==> config.mk <==
export PLATFORM = sky130hd
export DESIGN_NAME = uart_cmd_top
export DESIGN_NICKNAME = d
export VERILOG_FILES = /design/src/uart_pkg.sv /design/src/uart_cmd_ctrl.sv /design/src/uart_cmd_top.sv /design/src/uart_rx.sv /design/src/uart_tx.sv
export SDC_FILE = /design/constraint.sdc
export NUM_CORES = 1
export LEC_CHECK = 0
export BUFFER_PORTS_ARGS = -buffer_cell sky130_fd_sc_hd__buf_4
export CORE_AREA = 2 2 85 87
export DETAILED_ROUTE_END_ITERATION = 12
export DIE_AREA = 0 0 87 89
export GPL_TIMING_DRIVEN = 1
export PLACE_DENSITY = 0.82
export SYNTH_ARGS = -nofsm -noshare
export SYNTH_HDL_FRONTEND = slang
export SYNTH_SLANG_ARGS = --single-unit
==> constraint.sdc <==
create_clock -name clk -period 3.9 [get_ports clk]
set_input_delay 0.195 -clock clk [delete_from_list [all_inputs] [get_ports clk]]
set_output_delay 0.195 -clock clk [all_outputs]
set_load 0.1 [all_outputs]
==> src/uart_pkg.sv <==
`default_nettype none

package uart_pkg;

  ////////////////////////////////////////////////////////////
  // bit timing
  ////////////////////////////////////////////////////////////
  localparam int CLKS_PER_BIT      = 16;  // at least 4
  localparam int DATA_BITS         = 8;
  localparam int GAP_BITS          = 2;   // idle bit times between write frames
  localparam int RESP_TIMEOUT_BITS = 40;  // window for the response start

  localparam int FRAME_BITS       = DATA_BITS + 3;  // start, data, parity, stop
  localparam int GAP_CYCLES       = GAP_BITS * CLKS_PER_BIT;
  // a response starting late in the window still gets its whole frame in
  localparam int RESP_WAIT_CYCLES = (RESP_TIMEOUT_BITS + FRAME_BITS) * CLKS_PER_BIT;

  localparam int CNT_W     = $clog2(CLKS_PER_BIT);
  localparam int BIT_CNT_W = $clog2(FRAME_BITS);
  localparam int TIMER_W   = $clog2(RESP_WAIT_CYCLES);

  localparam logic [CNT_W-1:0]     BIT_LAST   = CNT_W'(CLKS_PER_BIT - 1);
  localparam logic [CNT_W-1:0]     HALF_LAST  = CNT_W'(CLKS_PER_BIT / 2 - 1);
  localparam logic [BIT_CNT_W-1:0] FRAME_LAST = BIT_CNT_W'(FRAME_BITS - 1);
  localparam logic [BIT_CNT_W-1:0] DATA_LAST  = BIT_CNT_W'(DATA_BITS - 1);
  localparam logic [TIMER_W-1:0]   GAP_LAST   = TIMER_W'(GAP_CYCLES - 2);
  localparam logic [TIMER_W-1:0]   WAIT_LAST  = TIMER_W'(RESP_WAIT_CYCLES - 1);

  // line levels
  localparam logic START_BIT = 1'b0;
  localparam logic STOP_BIT  = 1'b1;

  ////////////////////////////////////////////////////////////
  // payload structs
  ////////////////////////////////////////////////////////////
  typedef struct packed {
    logic                 wr;    // bit 15, 1 = write
    logic [DATA_BITS-2:0] addr;
    logic [DATA_BITS-1:0] data;
  } cmd_t;

  typedef struct packed {
    logic [DATA_BITS-1:0] data;
    logic                 parity_err;
    logic                 stop_err;
  } rx_result_t;

  typedef struct packed {
    logic [DATA_BITS-1:0] data;
    logic                 err;
  } read_resp_t;

endpackage

`default_nettype wire

==> src/uart_cmd_ctrl.sv <==
`default_nettype none

module uart_cmd_ctrl (
  input  logic                 clk,
  input  logic                 rst_n,
  input  uart_pkg::cmd_t       cmd_in,
  input  logic                 cmd_vld,
  input  logic                 tx_busy,
  input  logic                 rx_valid,
  input  uart_pkg::rx_result_t rx_result,
  output logic                 cmd_rdy,
  output logic                 tx_start,
  output logic [7:0]           tx_byte,
  output logic                 read_rdy,
  output uart_pkg::read_resp_t read_resp
);

  typedef enum logic [2:0] {
    S_IDLE,
    S_HEADER,
    S_GAP,
    S_DATA,
    S_WAIT
  } ctrl_state_t;

  ctrl_state_t                     state;
  logic [uart_pkg::TIMER_W-1:0]    timer;   // gap and response timeout
  logic                            is_wr;
  logic [uart_pkg::DATA_BITS-1:0]  wr_data;
  logic                            accept;
  logic                            frame_done;
  logic                            gap_done;
  logic                            timeout;

  assign cmd_rdy    = (state == S_IDLE);
  assign accept     = cmd_vld & cmd_rdy;
  // tx_busy only rises a cycle after tx_start
  assign frame_done = ~tx_start & ~tx_busy;
  assign gap_done   = (state == S_GAP) && (timer == uart_pkg::GAP_LAST);
  assign timeout    = (timer == uart_pkg::WAIT_LAST);

  ////////////////////////////////////////////////////////////
  // sequencer
  ////////////////////////////////////////////////////////////
  always_ff @(posedge clk or negedge rst_n)
  begin
    if (!rst_n)
    begin
      state    <= S_IDLE;
      timer    <= '0;
      tx_start <= 1'b0;
      read_rdy <= 1'b0;
    end
    else
    begin
      tx_start <= 1'b0;
      read_rdy <= 1'b0;
      case (state)
        S_IDLE:
        begin
          if (accept)
          begin
            tx_start <= 1'b1;  // header frame
            state    <= S_HEADER;
          end
        end
        S_HEADER:
        begin
          if (frame_done)
          begin
            timer <= '0;
            state <= is_wr ? S_GAP : S_WAIT;
          end
        end
        S_GAP:
        begin
          if (gap_done)
          begin
            tx_start <= 1'b1;  // data frame
            state    <= S_DATA;
          end
          else
            timer <= timer + 1'b1;
        end
        S_DATA:
        begin
          if (frame_done)
            state <= S_IDLE;
        end
        S_WAIT:
        begin
          if (rx_valid || timeout)
          begin
            read_rdy <= 1'b1;
            state    <= S_IDLE;
          end
          else
            timer <= timer + 1'b1;
        end
        default: state <= S_IDLE;
      endcase
    end
  end

  ////////////////////////////////////////////////////////////
  // command and result payload
  ////////////////////////////////////////////////////////////
  always_ff @(posedge clk)
  begin
    if (accept)
    begin
      tx_byte <= {cmd_in.wr, cmd_in.addr};
      is_wr   <= cmd_in.wr;
      wr_data <= cmd_in.data;
    end
    else if (gap_done)
      tx_byte <= wr_data;

    if (state == S_WAIT)
    begin
      if (rx_valid)
      begin
        read_resp.data <= rx_result.data;
        read_resp.err  <= rx_result.parity_err | rx_result.stop_err;
      end
      else if (timeout)
      begin
        read_resp.data <= '0;  // no response
        read_resp.err  <= 1'b1;
      end
    end
  end

endmodule

`default_nettype wire

==> src/uart_cmd_top.sv <==
`default_nettype none

module uart_cmd_top (
  input  logic           clk,
  input  logic           rst_n,
  input  uart_pkg::cmd_t cmd_in,
  input  logic           cmd_vld,
  input  logic           rx,
  output logic           cmd_rdy,
  output logic           tx,
  output logic           read_rdy,
  output logic [7:0]     read_data,
  output logic           read_err
);

  logic                 rx_valid;
  uart_pkg::rx_result_t rx_result;
  logic                 tx_start;
  logic [7:0]           tx_byte;
  logic                 tx_busy;
  uart_pkg::read_resp_t read_resp;

  uart_rx rx_i (
    .clk       (clk),
    .rst_n     (rst_n),
    .rx        (rx),
    .rx_valid  (rx_valid),
    .rx_result (rx_result)
  );

  uart_cmd_ctrl ctrl_i (
    .clk       (clk),
    .rst_n     (rst_n),
    .cmd_in    (cmd_in),
    .cmd_vld   (cmd_vld),
    .tx_busy   (tx_busy),
    .rx_valid  (rx_valid),
    .rx_result (rx_result),
    .cmd_rdy   (cmd_rdy),
    .tx_start  (tx_start),
    .tx_byte   (tx_byte),
    .read_rdy  (read_rdy),
    .read_resp (read_resp)
  );

  uart_tx tx_i (
    .clk      (clk),
    .rst_n    (rst_n),
    .tx_start (tx_start),
    .tx_byte  (tx_byte),
    .tx       (tx),
    .tx_busy  (tx_busy)
  );

  assign read_data = read_resp.data;
  assign read_err  = read_resp.err;

endmodule

`default_nettype wire

==> src/uart_rx.sv <==
`default_nettype none

module uart_rx (
  input  logic                 clk,
  input  logic                 rst_n,
  input  logic                 rx,
  output logic                 rx_valid,
  output uart_pkg::rx_result_t rx_result
);

  typedef enum logic [2:0] {
    RX_IDLE,
    RX_START,
    RX_DATA,
    RX_PARITY,
    RX_STOP
  } rx_state_t;

  rx_state_t                          state;
  logic                               rx_s1;
  logic                               rx_s2;
  logic                               rx_d;
  logic                               fall;
  logic [uart_pkg::CNT_W-1:0]         clk_cnt;
  logic [uart_pkg::BIT_CNT_W-1:0]     bit_idx;
  logic                               bit_end;
  logic [uart_pkg::DATA_BITS-1:0]     shreg;
  logic                               par_bit;

  ////////////////////////////////////////////////////////////
  // synchronizer and start edge
  ////////////////////////////////////////////////////////////
  always_ff @(posedge clk or negedge rst_n)
  begin
    if (!rst_n)
    begin
      rx_s1 <= 1'b1;
      rx_s2 <= 1'b1;
      rx_d  <= 1'b1;
    end
    else
    begin
      rx_s1 <= rx;
      rx_s2 <= rx_s1;
      rx_d  <= rx_s2;
    end
  end

  assign fall    = rx_d & ~rx_s2;
  assign bit_end = (clk_cnt == uart_pkg::BIT_LAST);

  ////////////////////////////////////////////////////////////
  // frame fsm
  ////////////////////////////////////////////////////////////
  always_ff @(posedge clk or negedge rst_n)
  begin
    if (!rst_n)
    begin
      state    <= RX_IDLE;
      clk_cnt  <= '0;
      bit_idx  <= '0;
      rx_valid <= 1'b0;
    end
    else
    begin
      rx_valid <= 1'b0;
      case (state)
        RX_IDLE:
        begin
          clk_cnt <= '0;
          if (fall)
            state <= RX_START;
        end
        RX_START:  // recheck at mid start bit, drop glitches
        begin
          if (clk_cnt == uart_pkg::HALF_LAST)
          begin
            clk_cnt <= '0;
            bit_idx <= '0;
            state   <= (rx_s2 == uart_pkg::START_BIT) ? RX_DATA : RX_IDLE;
          end
          else
            clk_cnt <= clk_cnt + 1'b1;
        end
        RX_DATA:
        begin
          if (bit_end)
          begin
            clk_cnt <= '0;
            if (bit_idx == uart_pkg::DATA_LAST)
              state <= RX_PARITY;
            else
              bit_idx <= bit_idx + 1'b1;
          end
          else
            clk_cnt <= clk_cnt + 1'b1;
        end
        RX_PARITY:
        begin
          clk_cnt <= bit_end ? '0 : clk_cnt + 1'b1;
          if (bit_end)
            state <= RX_STOP;
        end
        RX_STOP:
        begin
          clk_cnt <= bit_end ? '0 : clk_cnt + 1'b1;
          if (bit_end)
          begin
            rx_valid <= 1'b1;
            state    <= RX_IDLE;
          end
        end
        default: state <= RX_IDLE;
      endcase
    end
  end

  // sampled bits, lsb first
  always_ff @(posedge clk)
  begin
    if (bit_end)
    begin
      case (state)
        RX_DATA:   shreg   <= {rx_s2, shreg[uart_pkg::DATA_BITS-1:1]};
        RX_PARITY: par_bit <= rx_s2;
        RX_STOP:
        begin
          rx_result.data       <= shreg;
          rx_result.parity_err <= ^{shreg, par_bit};  // even parity expected
          rx_result.stop_err   <= (rx_s2 != uart_pkg::STOP_BIT);
        end
        default: ;
      endcase
    end
  end

endmodule

`default_nettype wire

==> src/uart_tx.sv <==
`default_nettype none

module uart_tx (
  input  logic       clk,
  input  logic       rst_n,
  input  logic       tx_start,
  input  logic [7:0] tx_byte,
  output logic       tx,
  output logic       tx_busy
);

  logic [uart_pkg::FRAME_BITS-1:0] frame_q;   // bit 0 is on the line
  logic [uart_pkg::CNT_W-1:0]      clk_cnt;
  logic [uart_pkg::BIT_CNT_W-1:0]  bit_cnt;
  logic                            bit_end;

  assign bit_end = (clk_cnt == uart_pkg::BIT_LAST);
  assign tx      = frame_q[0];  // all ones while idle

  ////////////////////////////////////////////////////////////
  // frame serializer
  ////////////////////////////////////////////////////////////
  always_ff @(posedge clk or negedge rst_n)
  begin
    if (!rst_n)
    begin
      frame_q <= '1;
      clk_cnt <= '0;
      bit_cnt <= '0;
      tx_busy <= 1'b0;
    end
    else if (tx_start && !tx_busy)
    begin
      // even parity: the parity bit makes the count of ones even
      frame_q <= {uart_pkg::STOP_BIT, ^tx_byte, tx_byte, uart_pkg::START_BIT};
      clk_cnt <= '0;
      bit_cnt <= '0;
      tx_busy <= 1'b1;
    end
    else if (tx_busy)
    begin
      if (bit_end)
      begin
        clk_cnt <= '0;
        frame_q <= {uart_pkg::STOP_BIT, frame_q[uart_pkg::FRAME_BITS-1:1]};
        if (bit_cnt == uart_pkg::FRAME_LAST)
        begin
          bit_cnt <= '0;
          tx_busy <= 1'b0;  // stop bit fully held
        end
        else
          bit_cnt <= bit_cnt + 1'b1;
      end
      else
        clk_cnt <= clk_cnt + 1'b1;
    end
  end

endmodule

`default_nettype wire

==> metrics.txt, run 1 <==
outcome completed; number of CTS-inserted buffers 9; commonest non-fill, non-tap cell in the layout edfxtp_1; ys async rst share 52.1%; count of buffers from port buffering 31; total of max-cap violations 0; Core Box Area 0.00672 mm²; I/O Pins 32; DP Wirelength 4790 µm; vias in the first global route 2649; fmax 423 MHz; R2R Setup Slk 1.54 ns; TritonRoute pass-1 iters 4; Num Clock Sinks 94; R2R Path Start ctrl_i.timer[1]$_DFFE_PN0P_; Detailed Route WL 7120 µm; max_slew headroom 27.3%; Clk pwr share 22.6%; Avg Synthesized Cell Area 11.6 µm²; CTS root buffer clkbuf_8; worst setup path start ctrl_i.timer[1]$_DFFE_PN0P_; Switching Fraction 32.1%; row cnt 30; Placement Cell Area 0.00448 mm²; Die X 87 µm; worst setup path endpoint ctrl_i.timer[2]$_DFFE_PN0P_; CTS max path bufs 2; setup TNS 0 ns; RSZ-0062 raised after global routing false; P_leak 1.84 nW; diodes inserted 0; Comb pwr share 21.7%; Final Cell Area 0.00474 mm²; Worst-Skew Late Latency 0.35 ns; min cycle time layout 2.36 ns; Tot GR Track Use 20.2%; Antenna Violating Nets Remaining 0; Max Slew Vio Count 0; Reg-to-Reg End ctrl_i.timer[2]$_DFFE_PN0P_; Mapped Area 0.00424 mm²; Syn Inst Count 366; Hold WC Path Type in2reg; Die Y 89 µm; Clk pin slew, worst setup/hold paths 0.09 ns; FF-to-FF path depth 6; CTS tree built; Tcrit/Tclk final 60.6%; final hold viol count 0; Setup violations, final 0; slack of the critical path 1.54 ns; Wirelength per Cell 14.7 µm; element type at the critical path end flop; most frequent cells in the layout edfxtp_1 (45), nand2_1 (44), dfrtp_1 (36); layout cells sized above 1 18.1%; syn nets 393; Yosys warnings 0; commonest register cell after synthesis edfxtp_1; initial antenna violation count 0; Cell Int Power 0.00173 W; crit-path max FO 12; Netlist cell types 47; Post-synth EDFFs 45; Remaining DRCs 0; first-pass GRT wire length 12100 µm; flops & latches, synth 94; WS Path Type reg2reg; P_sw 0.000818 W; die area 0.00774 mm²; pwr/cell area 538 mW/mm²; DR iter-0 viols 146; register area share after synthesis 61.2%; H-tree Lvls 3; startpoint types flop; Data arrival, critical path 2.59 ns; Final Skew 0.0108 ns; Sequential Power Share 55.7%; via count 2751; Final nets 425; pre-CTS setup slack 1.54 ns; Area Overhead vs Synth 11.8%; Via density 5.70; Worst EP required 4.12 ns; RD Place Congestion 0.880; pin count of the biggest net entering global routing 50; worst slew pin tran 1.08 ns; GRT overflow 0; starting density of the core 63.1%; Max VDD drop 0.307 mV
[power by group through the flow]
stage | clock network (W) | logic [W] | registers (W)
floorplan | 0 | 0.000483 | 0.00138
detailed placement | 0 | 0.000547 | 0.00144
CTS | 0.000594 | 0.000557 | 0.00142
global route | 0.000629 | 0.000640 | 0.00145
global placement | 0 | 0.000526 | 0.00143
finish | 0.000577 | 0.000553 | 0.00142
[layer usage]
metal / track usage (%) / up-vias / part of all wire (%)
met2: 32.1 / 45 / 48
li1: - / 1379 / -
met5: 0 / - / 0
met1: 28.1 / 1317 / 48
met3: 4.25 / 10 / 3.0
met4: 6.82 / 0 / 1.5
[worst max-delay path: stages (launching register included)]
cell and delay (ns):
dfrtp_1 0.42, ha_1 0.23, and4_1 0.28, a31oi_1 0.12
a21oi_1 0.63, or2_1 0.40, o21ai_0 0.15
[synthesized netlist by cell type (4+ instances only)]
library cell  number  share of area (%)
nor2_1            23                2.0
clkbuf_1          12                1.1
inv_1              9               0.80
o31ai_1            9                1.6
dfstp_2           13                8.1
dfrtp_1           36                 21
mux2_2             9                2.4
ha_1               7                2.1
and2_1            11                1.6
nand2_1           44                3.9
a31oi_1           13                1.9
nand2b_1           7                1.0
edfxtp_1          45                 32
or3_1              5               0.74
nor2b_1            5               0.74
nand3_1           14                1.7
nor3_1             7               0.83
and3_1             4               0.59
xnor2_1           13                2.7
o21ai_0           27                3.2
a21oi_1            8               0.94
[repair_timing]
| item | in CTS | in global routing |
|---|---|---|
| resized for setup | 0 | 0 |
| endpoints found under the hold margin | 43 | 0 |
| buffers inserted | 0 | 0 |
| hold buffers | 8 | 0 |
[worst min path at each step]
stage,startpoint,endpoint,slack (ns),cells after the start
2_1_floorplan,rst_n,ctrl_i.read_rdy$_DFF_PN0_,-0.10,0
3_3_place_gp,rst_n,ctrl_i.timer[2]$_DFFE_PN0P_,0.25,1
3_5_place_dp,rst_n,ctrl_i.timer[2]$_DFFE_PN0P_,0.25,1
4_1_cts,cmd_in[0],ctrl_i.wr_data[0]$_DFFE_PP_,0.00003,1
5_1_grt,cmd_in[0],ctrl_i.wr_data[0]$_DFFE_PP_,0.001,1
6_report,cmd_in[0],ctrl_i.wr_data[0]$_DFFE_PP_,0.02,1
[area by class of cell]
cell class                      instances  area (µm²)
Clock inverter                          5        33.8
Multi-Input combinational cell        245        1520
Clock buffer                           11         141
Fill cell                             470        1980
Inverter                                9        33.8
Tap cell                               80         100
Sequential cell                        94        2590
Timing Repair Buffer                   39         313
[through the flow]
step	total power, W	hold WS, ns	util, %	instances
finish	0.00255	0.0155	70.5	483
global route	0.00271	0.00138	70.5	483
CTS	0.00257	0.0000296	70.5	483
detailed placement	0.00198	0.246	66.7	459
global placement	0.00195	0.249	66.7	459
floorplan	0.00186	-0.101	-	366
[cell families after synthesis]
logic type               share of synthesized area [%]
AND/OR/NAND/NOR                                   17.1
flip-flops                                        61.2
AO/OA/AOI/OAI                                     10.4
buffers and inverters                             3.01
XOR/XNOR                                          3.31
multiplexers                                      2.63
adder cells (fa/ha/maj)                           2.30
[registers in the layout (all words and copies together), names as in the netlist]
register	cells
rx_i.rx_result	10
rx_i.clk_cnt	4
ctrl_i.read_rdy	1
tx_i.clk_cnt	4
ctrl_i.wr_data	8
tx_i.bit_cnt	4
ctrl_i.timer	10
rx_i.rx_s1	1
tx_i.tx_busy	1
rx_i.bit_idx	4
ctrl_i.tx_byte	8
tx_i.frame_q	10
ctrl_i.is_wr	1
rx_i.par_bit	1
rx_i.rx_s2	1
ctrl_i.state	3
rx_i.shreg	8
rx_i.rx_d	1
ctrl_i.read_resp	9
ctrl_i.tx_start	1
rx_i.rx_valid	1
rx_i.state	3
Power figures use the tool's default switching activity.
==> run 2, diff against run 1 <==
- ABC_AREA: unset -> 1
- CORE_AREA: 2 2 85 87 -> 2 2 89 91
- DIE_AREA: 0 0 87 89 -> 0 0 91 93
- PLACE_DENSITY: 0.82 -> 0.77
- clock period: 3.9 -> 2.45 ns (I/O delays scaled with it)
==> run 2 against run 1 <==
Compared with the run above:
- hold slack improved by 0.019 ns
- global-route usage is 0.86 points higher
- clock skew is 0.0022 ns lower
- combinational power is 99% higher
- worst setup slack lost 0.89 ns
- non-clock buffer count up 6
- sequential share of layout area down 3.0 points
- critical endpoint is now rx_i.shreg[5]$_DFFE_PP_
- largest cell class unchanged
- highest routed layer unchanged
==> metrics.txt, run 2 <==
outcome completed; Core Box Area 0.00753 mm²; Num Clock Sinks 94; Clk pwr share 24.0%; Detailed Route WL 7970 µm; GR Util met3 4.19%; P_sw 0.00150 W; grt met2 use 36.2%; total of max-cap violations 0; RSZ-0062 raised after global routing false; register area share after synthesis 59.6%; cts repair resizes 0; Worst Hold Path Cells 3; GRT overflow 0; critical path's slowest cell nor2_1; Mapped Area 0.00435 mm²; top cells by count, synth nand2_1 (156), inv_1 (50), edfxtp_1 (45); commonest non-fill, non-tap cell in the layout nand2_1; Final Power 0.00410 W; share of the synthesized area in the top cell type 31.1%; ys async rst share 52.1%; WP buf/inv 1; count of buffers from port buffering 31; initial antenna violation count 0; vias in the first global route 3148; Fill cells 604; CTS tree built; pin count of the biggest net entering global routing 50; Post-synth EDFFs 45; pwr/cell area 819 mW/mm²; I/O Pins 32; Final nets 542; CTS max path bufs 2; Worst EP required 2.45 ns; max_slew headroom 53.6%; final hold viol count 0; Max Slew Vio Count 0; Yosys warnings 0; Cell Int Power 0.00261 W; setup TNS 0 ns; first-pass GRT wire length 14000 µm; fmax 556 MHz; Sequential Power Share 49.1%; Setup violations, final 0; flops & latches, synth 94; Antenna Violating Nets Remaining 0; die area 0.00846 mm²; CP delay by family, top simple AND/OR/NAND/NOR gates; Final Skew 0.00853 ns; CTS root buffer clkbuf_8; syn nets 491; Die Y 93 µm; H-tree Lvls 3; critical-path cell list ha_1, nand2_1, nor2_2, inv_1, nor2_1; Remaining DRCs 0; Wirelength per Cell 12.8 µm; leading area contributor after synthesis edfxtp_1; crit-path max FO 8; Data arrival, critical path 1.80 ns; most frequent cells in the layout nand2_1 (156), inv_1 (50), edfxtp_1 (45); RD Place Congestion 0.824; worst slew pin tran 0.694 ns; top flop regs ctrl_i.timer x10, rx_i.rx_result x10, tx_i.frame_q x10; Avg Synthesized Cell Area 9.38 µm²; Worst-Skew Late Latency 0.36 ns; commonest register cell after synthesis edfxtp_1; via count 3191; Hold WC Path Type in2reg; layout cells sized above 1 14.8%; element type at the critical path end flop; row cnt 32; Netlist cell types 35; Die X 91 µm; WS Path Type reg2reg; met1 usage 25.9%; number of CTS-inserted buffers 9; slowest stage delay, CP 0.54 ns; Syn Inst Count 464; Tcrit/Tclk final 73.5%; busiest grt layer met2; count leader, synth nand2_1; Crit. path cell count 5; min cycle time layout 1.80 ns; TritonRoute pass-1 iters 4; Area Overhead vs Synth 15.1%; FF-to-FF path depth 5; startpoint types flop; Comb pwr share 26.9%; Tot GR Track Use 21.1%; DR iter-0 viols 147; P_leak 2.33 nW; Max VDD drop 0.430 mV; Via density 5.13; Switching Fraction 36.5%; dominant cells by area after synthesis edfxtp_1 (31%), dfrtp_1 (21%), nand2_1 (13%), dfstp_2 (7.8%), inv_1 (4.3%); fin util 66.5%; Clk pin slew, worst setup/hold paths 0.10 ns; diodes inserted 0; DP Wirelength 5770 µm; starting density of the core 57.8%
[run 2: path summary, 6_finish.rpt]
path / startpoint / to / slack [ns]
min in group asynchronous: rst_n / ctrl_i.read_rdy$_DFF_PN0_ / 0.32
worst max-delay path: rx_i.clk_cnt[0]$_DFFE_PN0P_ / rx_i.shreg[5]$_DFFE_PP_ / 0.65
max in group asynchronous: rst_n / rx_i.state[2]$_DFFE_PN0P_ / 1.71
worst max register to register: rx_i.clk_cnt[0]$_DFFE_PN0P_ / rx_i.shreg[5]$_DFFE_PP_ / 0.65
worst min-delay path: cmd_in[11] / ctrl_i.tx_byte[3]$_DFFE_PP_ / 0.03
worst min register to register: rx_i.rx_s1$_DFF_PN1_ / rx_i.rx_s2$_DFF_PN1_ / 0.36
[run 2: cell type report]
cell class / instances / area, µm² / area share (%)
clock buffers: 9 / 124 / 2.47
well taps: 102 / 128 / 2.55
repair buffers: 45 / 365 / 7.29
inverters: 56 / 210 / 4.20
flip-flops and latches: 94 / 2590 / 51.8
multi-input cells: 309 / 1520 / 30.3
clock inverters: 7 / 68.8 / 1.37
[run 2: logic make-up after synthesis]
| family | count (synthesis) | synth area share [%] |
|---|---|---|
| buf+inv | 61 | 5.49 |
| flops | 94 | 59.6 |
| simple gates | 243 | 23.6 |
| xor+xnor | 23 | 4.63 |
| compound gates | 36 | 4.66 |
| fa+ha+maj | 7 | 2.01 |
[run 2: worst register-to-register path, cell delays in order (launching register included)]
cell and delay, ns:
dfrtp_1 0.40, ha_1 0.20, nand2_1 0.09, nor2_2 0.12, inv_1 0.09, nor2_1 0.54
[run 2: stage by stage]
step	instances	hold slack, ns	instance area (µm²)	worst slack [ns]
floorplan	464	-0.173	4350	0.780
global placement	595	0.178	4710	0.736
detailed placement	595	0.185	4710	0.633
CTS	622	0.0284	5010	0.639
global route	622	0.0217	5010	0.505
finish	622	0.0342	5010	0.650
[run 2: power by group through the flow]
stage / Clock (W) / Combinational [W] / Sequential (W)
after floorplan: 0 / 0.000859 / 0.00202
after global placement: 0 / 0.00103 / 0.00203
after detailed placement: 0 / 0.00109 / 0.00204
after CTS: 0.00101 / 0.00111 / 0.00201
after global routing: 0.00107 / 0.00126 / 0.00204
final: 0.000986 / 0.00110 / 0.00201
[run 2: layer usage]
| metal | vias to the layer above | part of all wire [%] |
|---|---|---|
| met5 | - | 0 |
| met4 | 0 | 1.8 |
| met3 | 11 | 3.7 |
| met2 | 62 | 51 |
| met1 | 1516 | 43 |
| li1 | 1602 | - |
[run 2: timing repair]
item,in CTS,in global routing
setup buffers,0,0
setup endpoints to repair,0,0
hold buffers,11,0
hold endpoints to repair,46,0
